--- config.mk ---
export PLATFORM = sky130hd
export DESIGN_NAME = drbg_upd_top
export DESIGN_NICKNAME = d
export VERILOG_FILES = /design/src/common/drbg_ctrl_pkg.sv /design/src/common/drbg_data_pkg.sv /design/src/design/drbg_stage_reg.sv /design/src/design/drbg_upd_top.sv /design/src/design/upd/drbg_upd_collector.sv /design/src/design/upd/drbg_upd_sender.sv
export VERILOG_INCLUDE_DIRS = /design/src /design/src/common
export SDC_FILE = /design/constraint.sdc
export NUM_CORES = 2
export LEC_CHECK = 0
export ABC_AREA = 1
export ABC_CLOCK_PERIOD_IN_PS = 87800
export BUFFER_PORTS_ARGS = -buffer_cell sky130_fd_sc_hd__buf_2
export CORE_AREA = 8 8 660 662
export CTS_BUF_LIST = sky130_fd_sc_hd__clkbuf_8
export CTS_CLUSTER_SIZE = 10
export DETAILED_ROUTE_END_ITERATION = 6
export DIE_AREA = 0 0 668 670
export PLACE_DENSITY = 0.46
export SYNTH_ARGS = -nofsm -noshare
export SYNTH_HDL_FRONTEND = slang
export SYNTH_SLANG_ARGS = --single-unit
--- constraint.sdc ---
create_clock -name clk_i -period 87.8 [get_ports clk_i]
set_input_delay 4.39 -clock clk_i [delete_from_list [all_inputs] [get_ports clk_i]]
set_output_delay 4.39 -clock clk_i [all_outputs]
set_load 0.005 [all_outputs]
--- src/common/drbg_cfg.svh ---
// sizes fixed for a 256-bit security strength; the counter must stay narrower than a block
`ifndef DRBG_CFG_SVH
`define DRBG_CFG_SVH

// ------------------------------------------------------------------------
// record field widths
// ------------------------------------------------------------------------

// command code and instance id, passed through untouched
`define DRBG_CMD_W 3
`define DRBG_ID_W 4

// cipher block, also the width of V
`define DRBG_BLK_W 128

// cipher key
`define DRBG_KEY_W 256

// provided data and joined cipher output, key plus V
`define DRBG_SEED_W 384

// ------------------------------------------------------------------------
// update sequencing
// ------------------------------------------------------------------------

// only the low part of V counts, upper bits pass through
`define DRBG_CTR_W 32

// seed width over block width
`define DRBG_BLKS_PER_SEED 3

`endif

--- src/common/drbg_ctrl_pkg.sv ---
// plain binary state codes; command codes are carried as given and never checked
`default_nettype none

`include "drbg_cfg.svh"

package drbg_ctrl_pkg;

  // application command codes
  typedef enum logic [`DRBG_CMD_W-1:0] {
    CmdIns = 3'd1,
    CmdRes = 3'd2,
    CmdGen = 3'd3,
    CmdUpd = 3'd4,
    CmdUni = 3'd5
  } drbg_cmd_e;

  // ------------------------------------------------------------------------
  // state machines of the update block
  // ------------------------------------------------------------------------

  // request side, feeds the cipher
  typedef enum logic [1:0] {
    SendIdle   = 2'd0,
    SendBlocks = 2'd1,
    EsHalt     = 2'd2
  } sender_state_e;

  // response side, builds the new key and V
  typedef enum logic [1:0] {
    CollIdle  = 2'd0,
    CollLoad  = 2'd1,
    CollShift = 2'd2
  } collector_state_e;

endpackage

`default_nettype wire

--- src/common/drbg_data_pkg.sv ---
// record layouts follow the cfg widths; field order is part of the external interface
`default_nettype none

`include "drbg_cfg.svh"

package drbg_data_pkg;

  import drbg_ctrl_pkg::*;

  // ------------------------------------------------------------------------
  // update channel
  // ------------------------------------------------------------------------

  // incoming update request, 775 bits
  typedef struct packed {
    drbg_cmd_e                cmd;
    logic [`DRBG_ID_W-1:0]    inst_id;
    logic [`DRBG_SEED_W-1:0]  pdata;
    logic [`DRBG_KEY_W-1:0]   key;
    logic [`DRBG_BLK_W-1:0]   v;
  } upd_req_t;

  // finished update, 391 bits
  typedef struct packed {
    drbg_cmd_e                cmd;
    logic [`DRBG_ID_W-1:0]    inst_id;
    logic [`DRBG_KEY_W-1:0]   key;
    logic [`DRBG_BLK_W-1:0]   v;
  } upd_rsp_t;

  // ------------------------------------------------------------------------
  // block cipher channel
  // ------------------------------------------------------------------------

  // one block to encrypt, 391 bits
  typedef struct packed {
    drbg_cmd_e                cmd;
    logic [`DRBG_ID_W-1:0]    inst_id;
    logic [`DRBG_KEY_W-1:0]   key;
    logic [`DRBG_BLK_W-1:0]   v;
  } benc_req_t;

  // encrypted block back from the cipher, 135 bits
  typedef struct packed {
    drbg_cmd_e                cmd;
    logic [`DRBG_ID_W-1:0]    inst_id;
    logic [`DRBG_BLK_W-1:0]   v;
  } benc_rsp_t;

endpackage

`default_nettype wire

--- src/design/drbg_stage_reg.sv ---
// single entry; a push while full is dropped, so callers push only when full_o is low
`timescale 1ns/10ps
`default_nettype none

module drbg_stage_reg #(
  parameter type payload_t = logic
) (
  input  logic     clk_i,
  input  logic     rst_ni,
  input  logic     clr_i,
  input  logic     push_i,
  input  logic     pop_i,
  input  payload_t data_i,
  output payload_t data_o,
  output logic     full_o
);

  logic     full_q;
  payload_t data_q;

  // occupancy flag
  always_ff @(posedge clk_i or negedge rst_ni) begin
    if (!rst_ni) begin
      full_q <= 1'b0;
    end else if (clr_i) begin
      full_q <= 1'b0;
    end else if (push_i && !full_q) begin
      full_q <= 1'b1;
    end else if (pop_i) begin
      full_q <= 1'b0;
    end
  end

  // payload, only written when the slot is free
  always_ff @(posedge clk_i) begin
    if (push_i && !full_q) begin
      data_q <= data_i;
    end
  end

  assign data_o = data_q;
  assign full_o = full_q;

endmodule

`default_nettype wire

--- src/design/drbg_upd_top.sv ---
// block cipher is external; upd_ack_o is itself the result transfer, no separate valid
`timescale 1ns/10ps
`default_nettype none

`include "drbg_cfg.svh"

module drbg_upd_top
  import drbg_data_pkg::*;
(
  input  logic      clk_i,
  input  logic      rst_ni,
  input  logic      enable_i,
  // update request
  input  logic      upd_valid_i,
  input  upd_req_t  upd_req_i,
  output logic      upd_rdy_o,
  // update result
  output upd_rsp_t  upd_rsp_o,
  output logic      upd_ack_o,
  input  logic      upd_rdy_i,
  // entropy source halt
  input  logic      es_req_i,
  output logic      es_ack_o,
  // block cipher
  output logic      benc_valid_o,
  output benc_req_t benc_req_o,
  input  logic      benc_rdy_i,
  input  logic      benc_ack_i,
  input  benc_rsp_t benc_rsp_i,
  output logic      benc_rdy_o
);

  logic      stage_clr;
  upd_req_t  req_data;
  logic      req_full;
  logic      req_pop;
  benc_req_t benc_wdata;
  logic      benc_push;
  logic      benc_full;
  benc_rsp_t rsp_data;
  logic      rsp_full;
  logic      rsp_pop;
  logic [`DRBG_SEED_W-1:0] pdata_data;
  logic      pdata_push;
  logic      pdata_pop;
  logic      pdata_full;
  upd_rsp_t  final_wdata;
  logic      final_push;
  logic      final_full;

  assign stage_clr    = ~enable_i;
  assign upd_rdy_o    = ~req_full;
  assign benc_valid_o = benc_full;
  assign benc_rdy_o   = ~rsp_full;
  assign upd_ack_o    = final_full & upd_rdy_i;

  // ------------------------------------------------------------------------
  // staging registers
  // ------------------------------------------------------------------------

  drbg_stage_reg #(.payload_t(upd_req_t)) u_req_stage (
    .clk_i, .rst_ni, .clr_i(stage_clr), .push_i(upd_valid_i), .pop_i(req_pop),
    .data_i(upd_req_i), .data_o(req_data), .full_o(req_full)
  );

  drbg_stage_reg #(.payload_t(benc_req_t)) u_benc_stage (
    .clk_i, .rst_ni, .clr_i(stage_clr), .push_i(benc_push), .pop_i(benc_full & benc_rdy_i),
    .data_i(benc_wdata), .data_o(benc_req_o), .full_o(benc_full)
  );

  drbg_stage_reg #(.payload_t(benc_rsp_t)) u_rsp_stage (
    .clk_i, .rst_ni, .clr_i(stage_clr), .push_i(benc_ack_i), .pop_i(rsp_pop),
    .data_i(benc_rsp_i), .data_o(rsp_data), .full_o(rsp_full)
  );

  // provided data waits here while the cipher works
  drbg_stage_reg #(.payload_t(logic [`DRBG_SEED_W-1:0])) u_pdata_stage (
    .clk_i, .rst_ni, .clr_i(stage_clr), .push_i(pdata_push), .pop_i(pdata_pop),
    .data_i(req_data.pdata), .data_o(pdata_data), .full_o(pdata_full)
  );

  drbg_stage_reg #(.payload_t(upd_rsp_t)) u_final_stage (
    .clk_i, .rst_ni, .clr_i(stage_clr), .push_i(final_push), .pop_i(upd_ack_o),
    .data_i(final_wdata), .data_o(upd_rsp_o), .full_o(final_full)
  );

  // ------------------------------------------------------------------------
  // request and response sides
  // ------------------------------------------------------------------------

  drbg_upd_sender u_sender (
    .clk_i, .rst_ni, .enable_i, .es_req_i, .es_ack_o,
    .req_full_i(req_full), .req_i(req_data), .req_pop_o(req_pop),
    .pdata_full_i(pdata_full), .pdata_push_o(pdata_push),
    .benc_full_i(benc_full), .benc_push_o(benc_push), .benc_o(benc_wdata)
  );

  drbg_upd_collector u_collector (
    .clk_i, .rst_ni, .enable_i,
    .rsp_full_i(rsp_full), .rsp_i(rsp_data), .rsp_pop_o(rsp_pop),
    .pdata_full_i(pdata_full), .pdata_i(pdata_data), .pdata_pop_o(pdata_pop),
    .final_full_i(final_full), .final_push_o(final_push), .final_o(final_wdata)
  );

endmodule

`default_nettype wire

--- src/design/upd/drbg_upd_collector.sv ---
// expects cipher responses in issue order; cmd and id of the last block are passed on
`timescale 1ns/10ps
`default_nettype none

`include "drbg_cfg.svh"

module drbg_upd_collector
  import drbg_ctrl_pkg::*;
  import drbg_data_pkg::*;
(
  input  logic                    clk_i,
  input  logic                    rst_ni,
  input  logic                    enable_i,
  input  logic                    rsp_full_i,
  input  benc_rsp_t               rsp_i,
  output logic                    rsp_pop_o,
  input  logic                    pdata_full_i,
  input  logic [`DRBG_SEED_W-1:0] pdata_i,
  output logic                    pdata_pop_o,
  input  logic                    final_full_i,
  output logic                    final_push_o,
  output upd_rsp_t                final_o
);

  collector_state_e            state_q, state_d;
  logic [1:0]                  cnt_q;
  logic                        cnt_inc;
  logic                        blks_done;
  logic                        outblk_shift;
  logic [`DRBG_SEED_W-1:0]     outblk_q;
  logic [`DRBG_SEED_W-1:0]     key_and_v;
  drbg_cmd_e                   cmd_q;
  logic [`DRBG_ID_W-1:0]       inst_id_q;

  assign blks_done = (cnt_q == 2'(`DRBG_BLKS_PER_SEED));

  always_ff @(posedge clk_i or negedge rst_ni) begin
    if (!rst_ni) begin
      state_q <= CollIdle;
      cnt_q   <= '0;
    end else begin
      state_q <= state_d;
      if (!enable_i || final_push_o) begin
        cnt_q <= '0;
      end else if (cnt_inc) begin
        cnt_q <= cnt_q + 1'b1;
      end
    end
  end

  // ------------------------------------------------------------------------
  // output block shift register
  // ------------------------------------------------------------------------

  // new block goes in at the bottom, earlier ones move up
  always_ff @(posedge clk_i) begin
    if (rsp_pop_o) begin
      outblk_q  <= {outblk_q[`DRBG_SEED_W-1:`DRBG_BLK_W], rsp_i.v};
      cmd_q     <= rsp_i.cmd;
      inst_id_q <= rsp_i.inst_id;
    end else if (outblk_shift) begin
      outblk_q <= {outblk_q[`DRBG_SEED_W-`DRBG_BLK_W-1:0], {`DRBG_BLK_W{1'b0}}};
    end
  end

  // key from the top, V from the bottom
  assign key_and_v       = outblk_q ^ pdata_i;
  assign final_o.cmd     = cmd_q;
  assign final_o.inst_id = inst_id_q;
  assign final_o.key     = key_and_v[`DRBG_SEED_W-1 -: `DRBG_KEY_W];
  assign final_o.v       = key_and_v[`DRBG_BLK_W-1:0];

  // ------------------------------------------------------------------------
  // FSM
  // ------------------------------------------------------------------------

  always_comb begin
    state_d      = state_q;
    cnt_inc      = 1'b0;
    outblk_shift = 1'b0;
    rsp_pop_o    = 1'b0;
    pdata_pop_o  = 1'b0;
    final_push_o = 1'b0;
    unique case (state_q)
      CollIdle: begin
        // result slot must be free before starting
        if (enable_i && rsp_full_i && pdata_full_i && !final_full_i) begin
          state_d = CollLoad;
        end
      end
      CollLoad: begin
        if (!enable_i) begin
          state_d = CollIdle;
        end else if (rsp_full_i) begin
          rsp_pop_o = 1'b1;
          cnt_inc   = 1'b1;
          state_d   = CollShift;
        end
      end
      CollShift: begin
        if (!enable_i) begin
          state_d = CollIdle;
        end else if (blks_done) begin
          pdata_pop_o  = 1'b1;
          final_push_o = 1'b1;
          state_d      = CollIdle;
        end else begin
          outblk_shift = 1'b1;
          state_d      = CollLoad;
        end
      end
      default: begin
        state_d = CollIdle;
      end
    endcase
  end

endmodule

`default_nettype wire

--- src/design/upd/drbg_upd_sender.sv ---
// issues the blocks of one update at a time; a halt request is only taken while idle
`timescale 1ns/10ps
`default_nettype none

`include "drbg_cfg.svh"

module drbg_upd_sender
  import drbg_ctrl_pkg::*;
  import drbg_data_pkg::*;
(
  input  logic      clk_i,
  input  logic      rst_ni,
  input  logic      enable_i,
  input  logic      es_req_i,
  output logic      es_ack_o,
  input  logic      req_full_i,
  input  upd_req_t  req_i,
  output logic      req_pop_o,
  input  logic      pdata_full_i,
  output logic      pdata_push_o,
  input  logic      benc_full_i,
  output logic      benc_push_o,
  output benc_req_t benc_o
);

  sender_state_e           state_q, state_d;
  logic [`DRBG_CTR_W-1:0]  ctr_q;
  logic [1:0]              iter_q;
  logic                    ctr_load;
  logic                    ctr_inc;
  logic                    blks_done;

  assign blks_done = (iter_q == 2'(`DRBG_BLKS_PER_SEED));

  // ------------------------------------------------------------------------
  // V counter and block count
  // ------------------------------------------------------------------------

  always_ff @(posedge clk_i or negedge rst_ni) begin
    if (!rst_ni) begin
      state_q <= SendIdle;
      ctr_q   <= '0;
      iter_q  <= '0;
    end else begin
      state_q <= state_d;
      if (!enable_i) begin
        ctr_q  <= '0;
        iter_q <= '0;
      end else if (ctr_load) begin
        // first block already uses V plus one
        ctr_q  <= req_i.v[`DRBG_CTR_W-1:0] + 1'b1;
        iter_q <= '0;
      end else if (ctr_inc) begin
        ctr_q  <= ctr_q + 1'b1;
        iter_q <= iter_q + 1'b1;
      end
    end
  end

  // upper part of V is never touched
  assign benc_o.cmd     = req_i.cmd;
  assign benc_o.inst_id = req_i.inst_id;
  assign benc_o.key     = req_i.key;
  assign benc_o.v       = {req_i.v[`DRBG_BLK_W-1:`DRBG_CTR_W], ctr_q};

  // ------------------------------------------------------------------------
  // FSM
  // ------------------------------------------------------------------------

  always_comb begin
    state_d      = state_q;
    ctr_load     = 1'b0;
    ctr_inc      = 1'b0;
    pdata_push_o = 1'b0;
    benc_push_o  = 1'b0;
    req_pop_o    = 1'b0;
    es_ack_o     = 1'b0;
    unique case (state_q)
      SendIdle: begin
        // halt wins so the entropy source is not starved
        if (es_req_i) begin
          state_d = EsHalt;
        end else if (enable_i && req_full_i && !pdata_full_i && !benc_full_i) begin
          ctr_load     = 1'b1;
          pdata_push_o = 1'b1;
          state_d      = SendBlocks;
        end
      end
      SendBlocks: begin
        if (!enable_i) begin
          state_d = SendIdle;
        end else if (blks_done) begin
          req_pop_o = 1'b1;
          state_d   = SendIdle;
        end else if (!benc_full_i) begin
          benc_push_o = 1'b1;
          ctr_inc     = 1'b1;
        end
      end
      EsHalt: begin
        es_ack_o = 1'b1;
        if (!es_req_i) begin
          state_d = SendIdle;
        end
      end
      default: begin
        state_d = SendIdle;
      end
    endcase
  end

endmodule

`default_nettype wire

==> impl_metrics.ini <==
[clock_tree]
clockBufferDepth = 4
post_cts_buffers = 0
cts_tree = yes
cts_buffers = 437
cts_resized = 0
clk_pin_slew_ns = 0.06
root_buffer = clkbuf_8
clk_latency_ns = 1.10
cts.sinks = 2512
htreeDepth = 5
ctsHoldBuffers = 0

[route]
drtAntennaViolNets = 0
dr.pass1.iters = 6
wl_um = 355000
dr_total_vias = 43744
route.detailed.wl_per_inst_um = 29.7
drc = 0
drt-initial-drc-count = 3512
avgViaCountPerCell = 3.66

[pwr]
p_leak_nw = 38.7
total_power_w = 0.00248
power_density_nw_per_um2 = 23.3
vdd_drop_max_v = 0.0000115

[sta]
maxSlewViolCount = 0
maxSlewHeadroom_pct = 19.8
setup_tns_ns = 0
hold_viol = 0
setup_viol = 0
fmax_mhz = 109
fin_crit_ns = 9.15
worst_pin_slew_ns = 1.20
finalCritPeriodShare_pct = 10.4
rsz0062_at_grt = no
worst_clock_skew_ns = 0.0714

[floorplan]
pin_count = 1705
initial_core_util_pct = 19.3
dieArea_sq_um = 448000
fp.coreArea_sq_um = 425000
chipWidth_um = 668
rows = 240
fp.dieH_um = 670

[yosys]
syn_nets = 4598
yosys.area.top_type_share_pct = 90.3
synth_top_area_cell = edfxtp_1
synth.distinct_cells = 38
yosys_register_bits = 2512
postSynthCellCount = 3677
synth_area_sq_um = 82000
avgSynthCellArea_sq_um = 22.3
synth-seq-area-share_pct = 91.7
netlist_top_cells_area = edfxtp_1 90%, xor2_1 4.1%, dfrtp_1 1.4%
yosysWarnings = 0

[setup_path]
cp-end-kind = output pin
critPathBufInv = 3
reg2reg_from = u_req_stage.full_o$_DFFE_PN0P_
cpMostUsedCell = buf_2
slowest_stage = buf_2
max_stage_delay_ns = 0.12
critPathKind = in2out
crit_chain = buf_2 -> nand2_1 -> inv_1 -> buf_2
crit_required_ns = 83.41
cp.arrival_ns = 4.76
cp_max_fo = 2
cpLargestDelayFamily = buffers and inverters
start_kind = primary input
r2r_cells = 8
r2r_slack_ns = 82.31
r2r-end = u_req_stage.data_o[136]$_DFFE_PP_

[worst_hold_path]
whs_path_depth = 0
worstHoldStart = u_req_stage.data_o[670]$_DFFE_PP_
hp-class = reg2reg
min_to = u_pdata_stage.data_o[286]$_DFFE_PP_

[global_route]
antenna_found_initial = 348
grt_usage_pct = 15.2
grt_pass1_vias = 44892
grt_pass1_wl_um = 453000
grt_overflow_total = 0
grt_max_degree = 133

[placement]
place.gp.congestion = 0.920
place_area_sq_um = 97900
dp_hpwl_um = 278000
portBuffers = 1704

[final_layout]
layout_common_cells = 2467 x edfxtp_1, 1704 x buf_2, 441 x clkbuf_8
fin_nets = 6758
drive_above_1_share_pct = 37.9
fin_area_sq_um = 106000
syn_to_final_growth_pct = 29.8
final_common_cell = edfxtp_1

[outcome]
outcome = complete, no violations

[run]
max_cap_viol_count = 0
[per-layer routing]
| layer | up-vias | wire length, um | share of wire (%) | GRT usage (%) |
|---|---|---|---|---|
| met4 | 84 | 10600 | 3.0 | 3.35 |
| met5 | - | 557 | 0.16 | 0 |
| met1 | 22125 | 124000 | 35 | 16.0 |
| met3 | 913 | 30200 | 8.5 | 5.25 |
| li1 | 18291 | - | - | - |
| met2 | 2331 | 189000 | 53 | 28.8 |
[per-stage QoR]
step	setup WS (ns)	std cells	hold WS (ns)	util, %
floorplan	55.35	3677	0.400	-
global placement	78.29	11085	0.400	23.0
detailed placement	78.21	11085	0.405	23.0
CTS	78.65	11883	0.341	25.0
global route	78.63	11916	0.360	25.0
finish	78.65	11964	0.381	25.0
[power breakdown]
group | total (W) | internal [W] | switching, W
clock network | 0.00105 | 0.000531 | 0.000519
registers | 0.00137 | 0.00135 | 0.0000167
logic | 0.0000587 | 0.0000191 | 0.0000397
total | 0.00248 | 0.00190 | 0.000575
[cells in the mapped netlist, drive strengths merged]
| library cell | number |
|---|---|
| edfxtp | 2467 |
| dfrtp | 45 |
| ha | 3 |
| inv | 188 |
| nand4 | 4 |
| nor2 | 204 |
| a21oi | 12 |
| o211ai | 1 |
| xor2 | 384 |
| a22o | 2 |
| and2 | 1 |
| a31oi | 1 |
| nand2 | 232 |
| o41ai | 1 |
| nand3 | 57 |
| o21bai | 1 |
| clkbuf | 17 |
| nor3 | 3 |
| buf | 13 |
| nand3b | 8 |
| or2 | 3 |
| o31ai | 2 |
| mux2i | 1 |
| o21ai | 26 |
| o22ai | 1 |
[worst max path at each step]
stage | startpoint | to | slack (ns) | cells after the start
floorplan | enable_i | u_final_stage.data_o[0]$_DFFE_PP_ | 55.35 | 3
global placement | upd_valid_i | u_req_stage.data_o[121]$_DFFE_PP_ | 78.29 | 8
detailed placement | upd_valid_i | u_req_stage.data_o[136]$_DFFE_PP_ | 78.21 | 8
CTS | upd_rdy_i | upd_ack_o | 78.65 | 4
global route | upd_rdy_i | upd_ack_o | 78.63 | 4
finish | upd_rdy_i | upd_ack_o | 78.65 | 4
[layout make-up]
| cell class | count | area, sq um |
|---|---|---|
| Sequential cell | 2512 | 75200 |
| Tap cell | 5687 | 7120 |
| Timing Repair Buffer | 1751 | 8910 |
| Multi-Input combinational cell | 947 | 5940 |
| Clock buffer | 441 | 6070 |
| Antenna cell | 81 | 203 |
| Inverter | 188 | 736 |
| Clock inverter | 357 | 2300 |
| Fill cell | 43895 | 319000 |
[sequential cells by signal, summed over array words and instances, names as in the netlist, 2 cells and up]
signal                 cells
u_benc_stage.data_o      391
u_collector.cmd_q          3
u_collector.cnt_q          2
u_collector.inst_id_q      4
u_collector.outblk_q     384
u_collector.state_q        2
u_final_stage.data_o     391
u_pdata_stage.data_o     384
u_req_stage.data_o       775
u_rsp_stage.data_o       135
u_sender.ctr_q            32
u_sender.iter_q            2
u_sender.state_q           2
[cells by family (layout without fill, tap and decap cells)]
family	count (synthesis)	after routing	share of synthesized area (%)
adder cells (fa/ha/maj)	3	3	0.0458
AO/OA/AOI/OAI	47	47	0.330
other	0	81	0
AND/OR/NAND/NOR	512	512	2.73
buffers and inverters	218	2737	1.09
multiplexers	1	1	0.0122
flip-flops	2512	2512	91.7
XOR/XNOR	384	384	4.10
(Power assumes the default switching activity.)
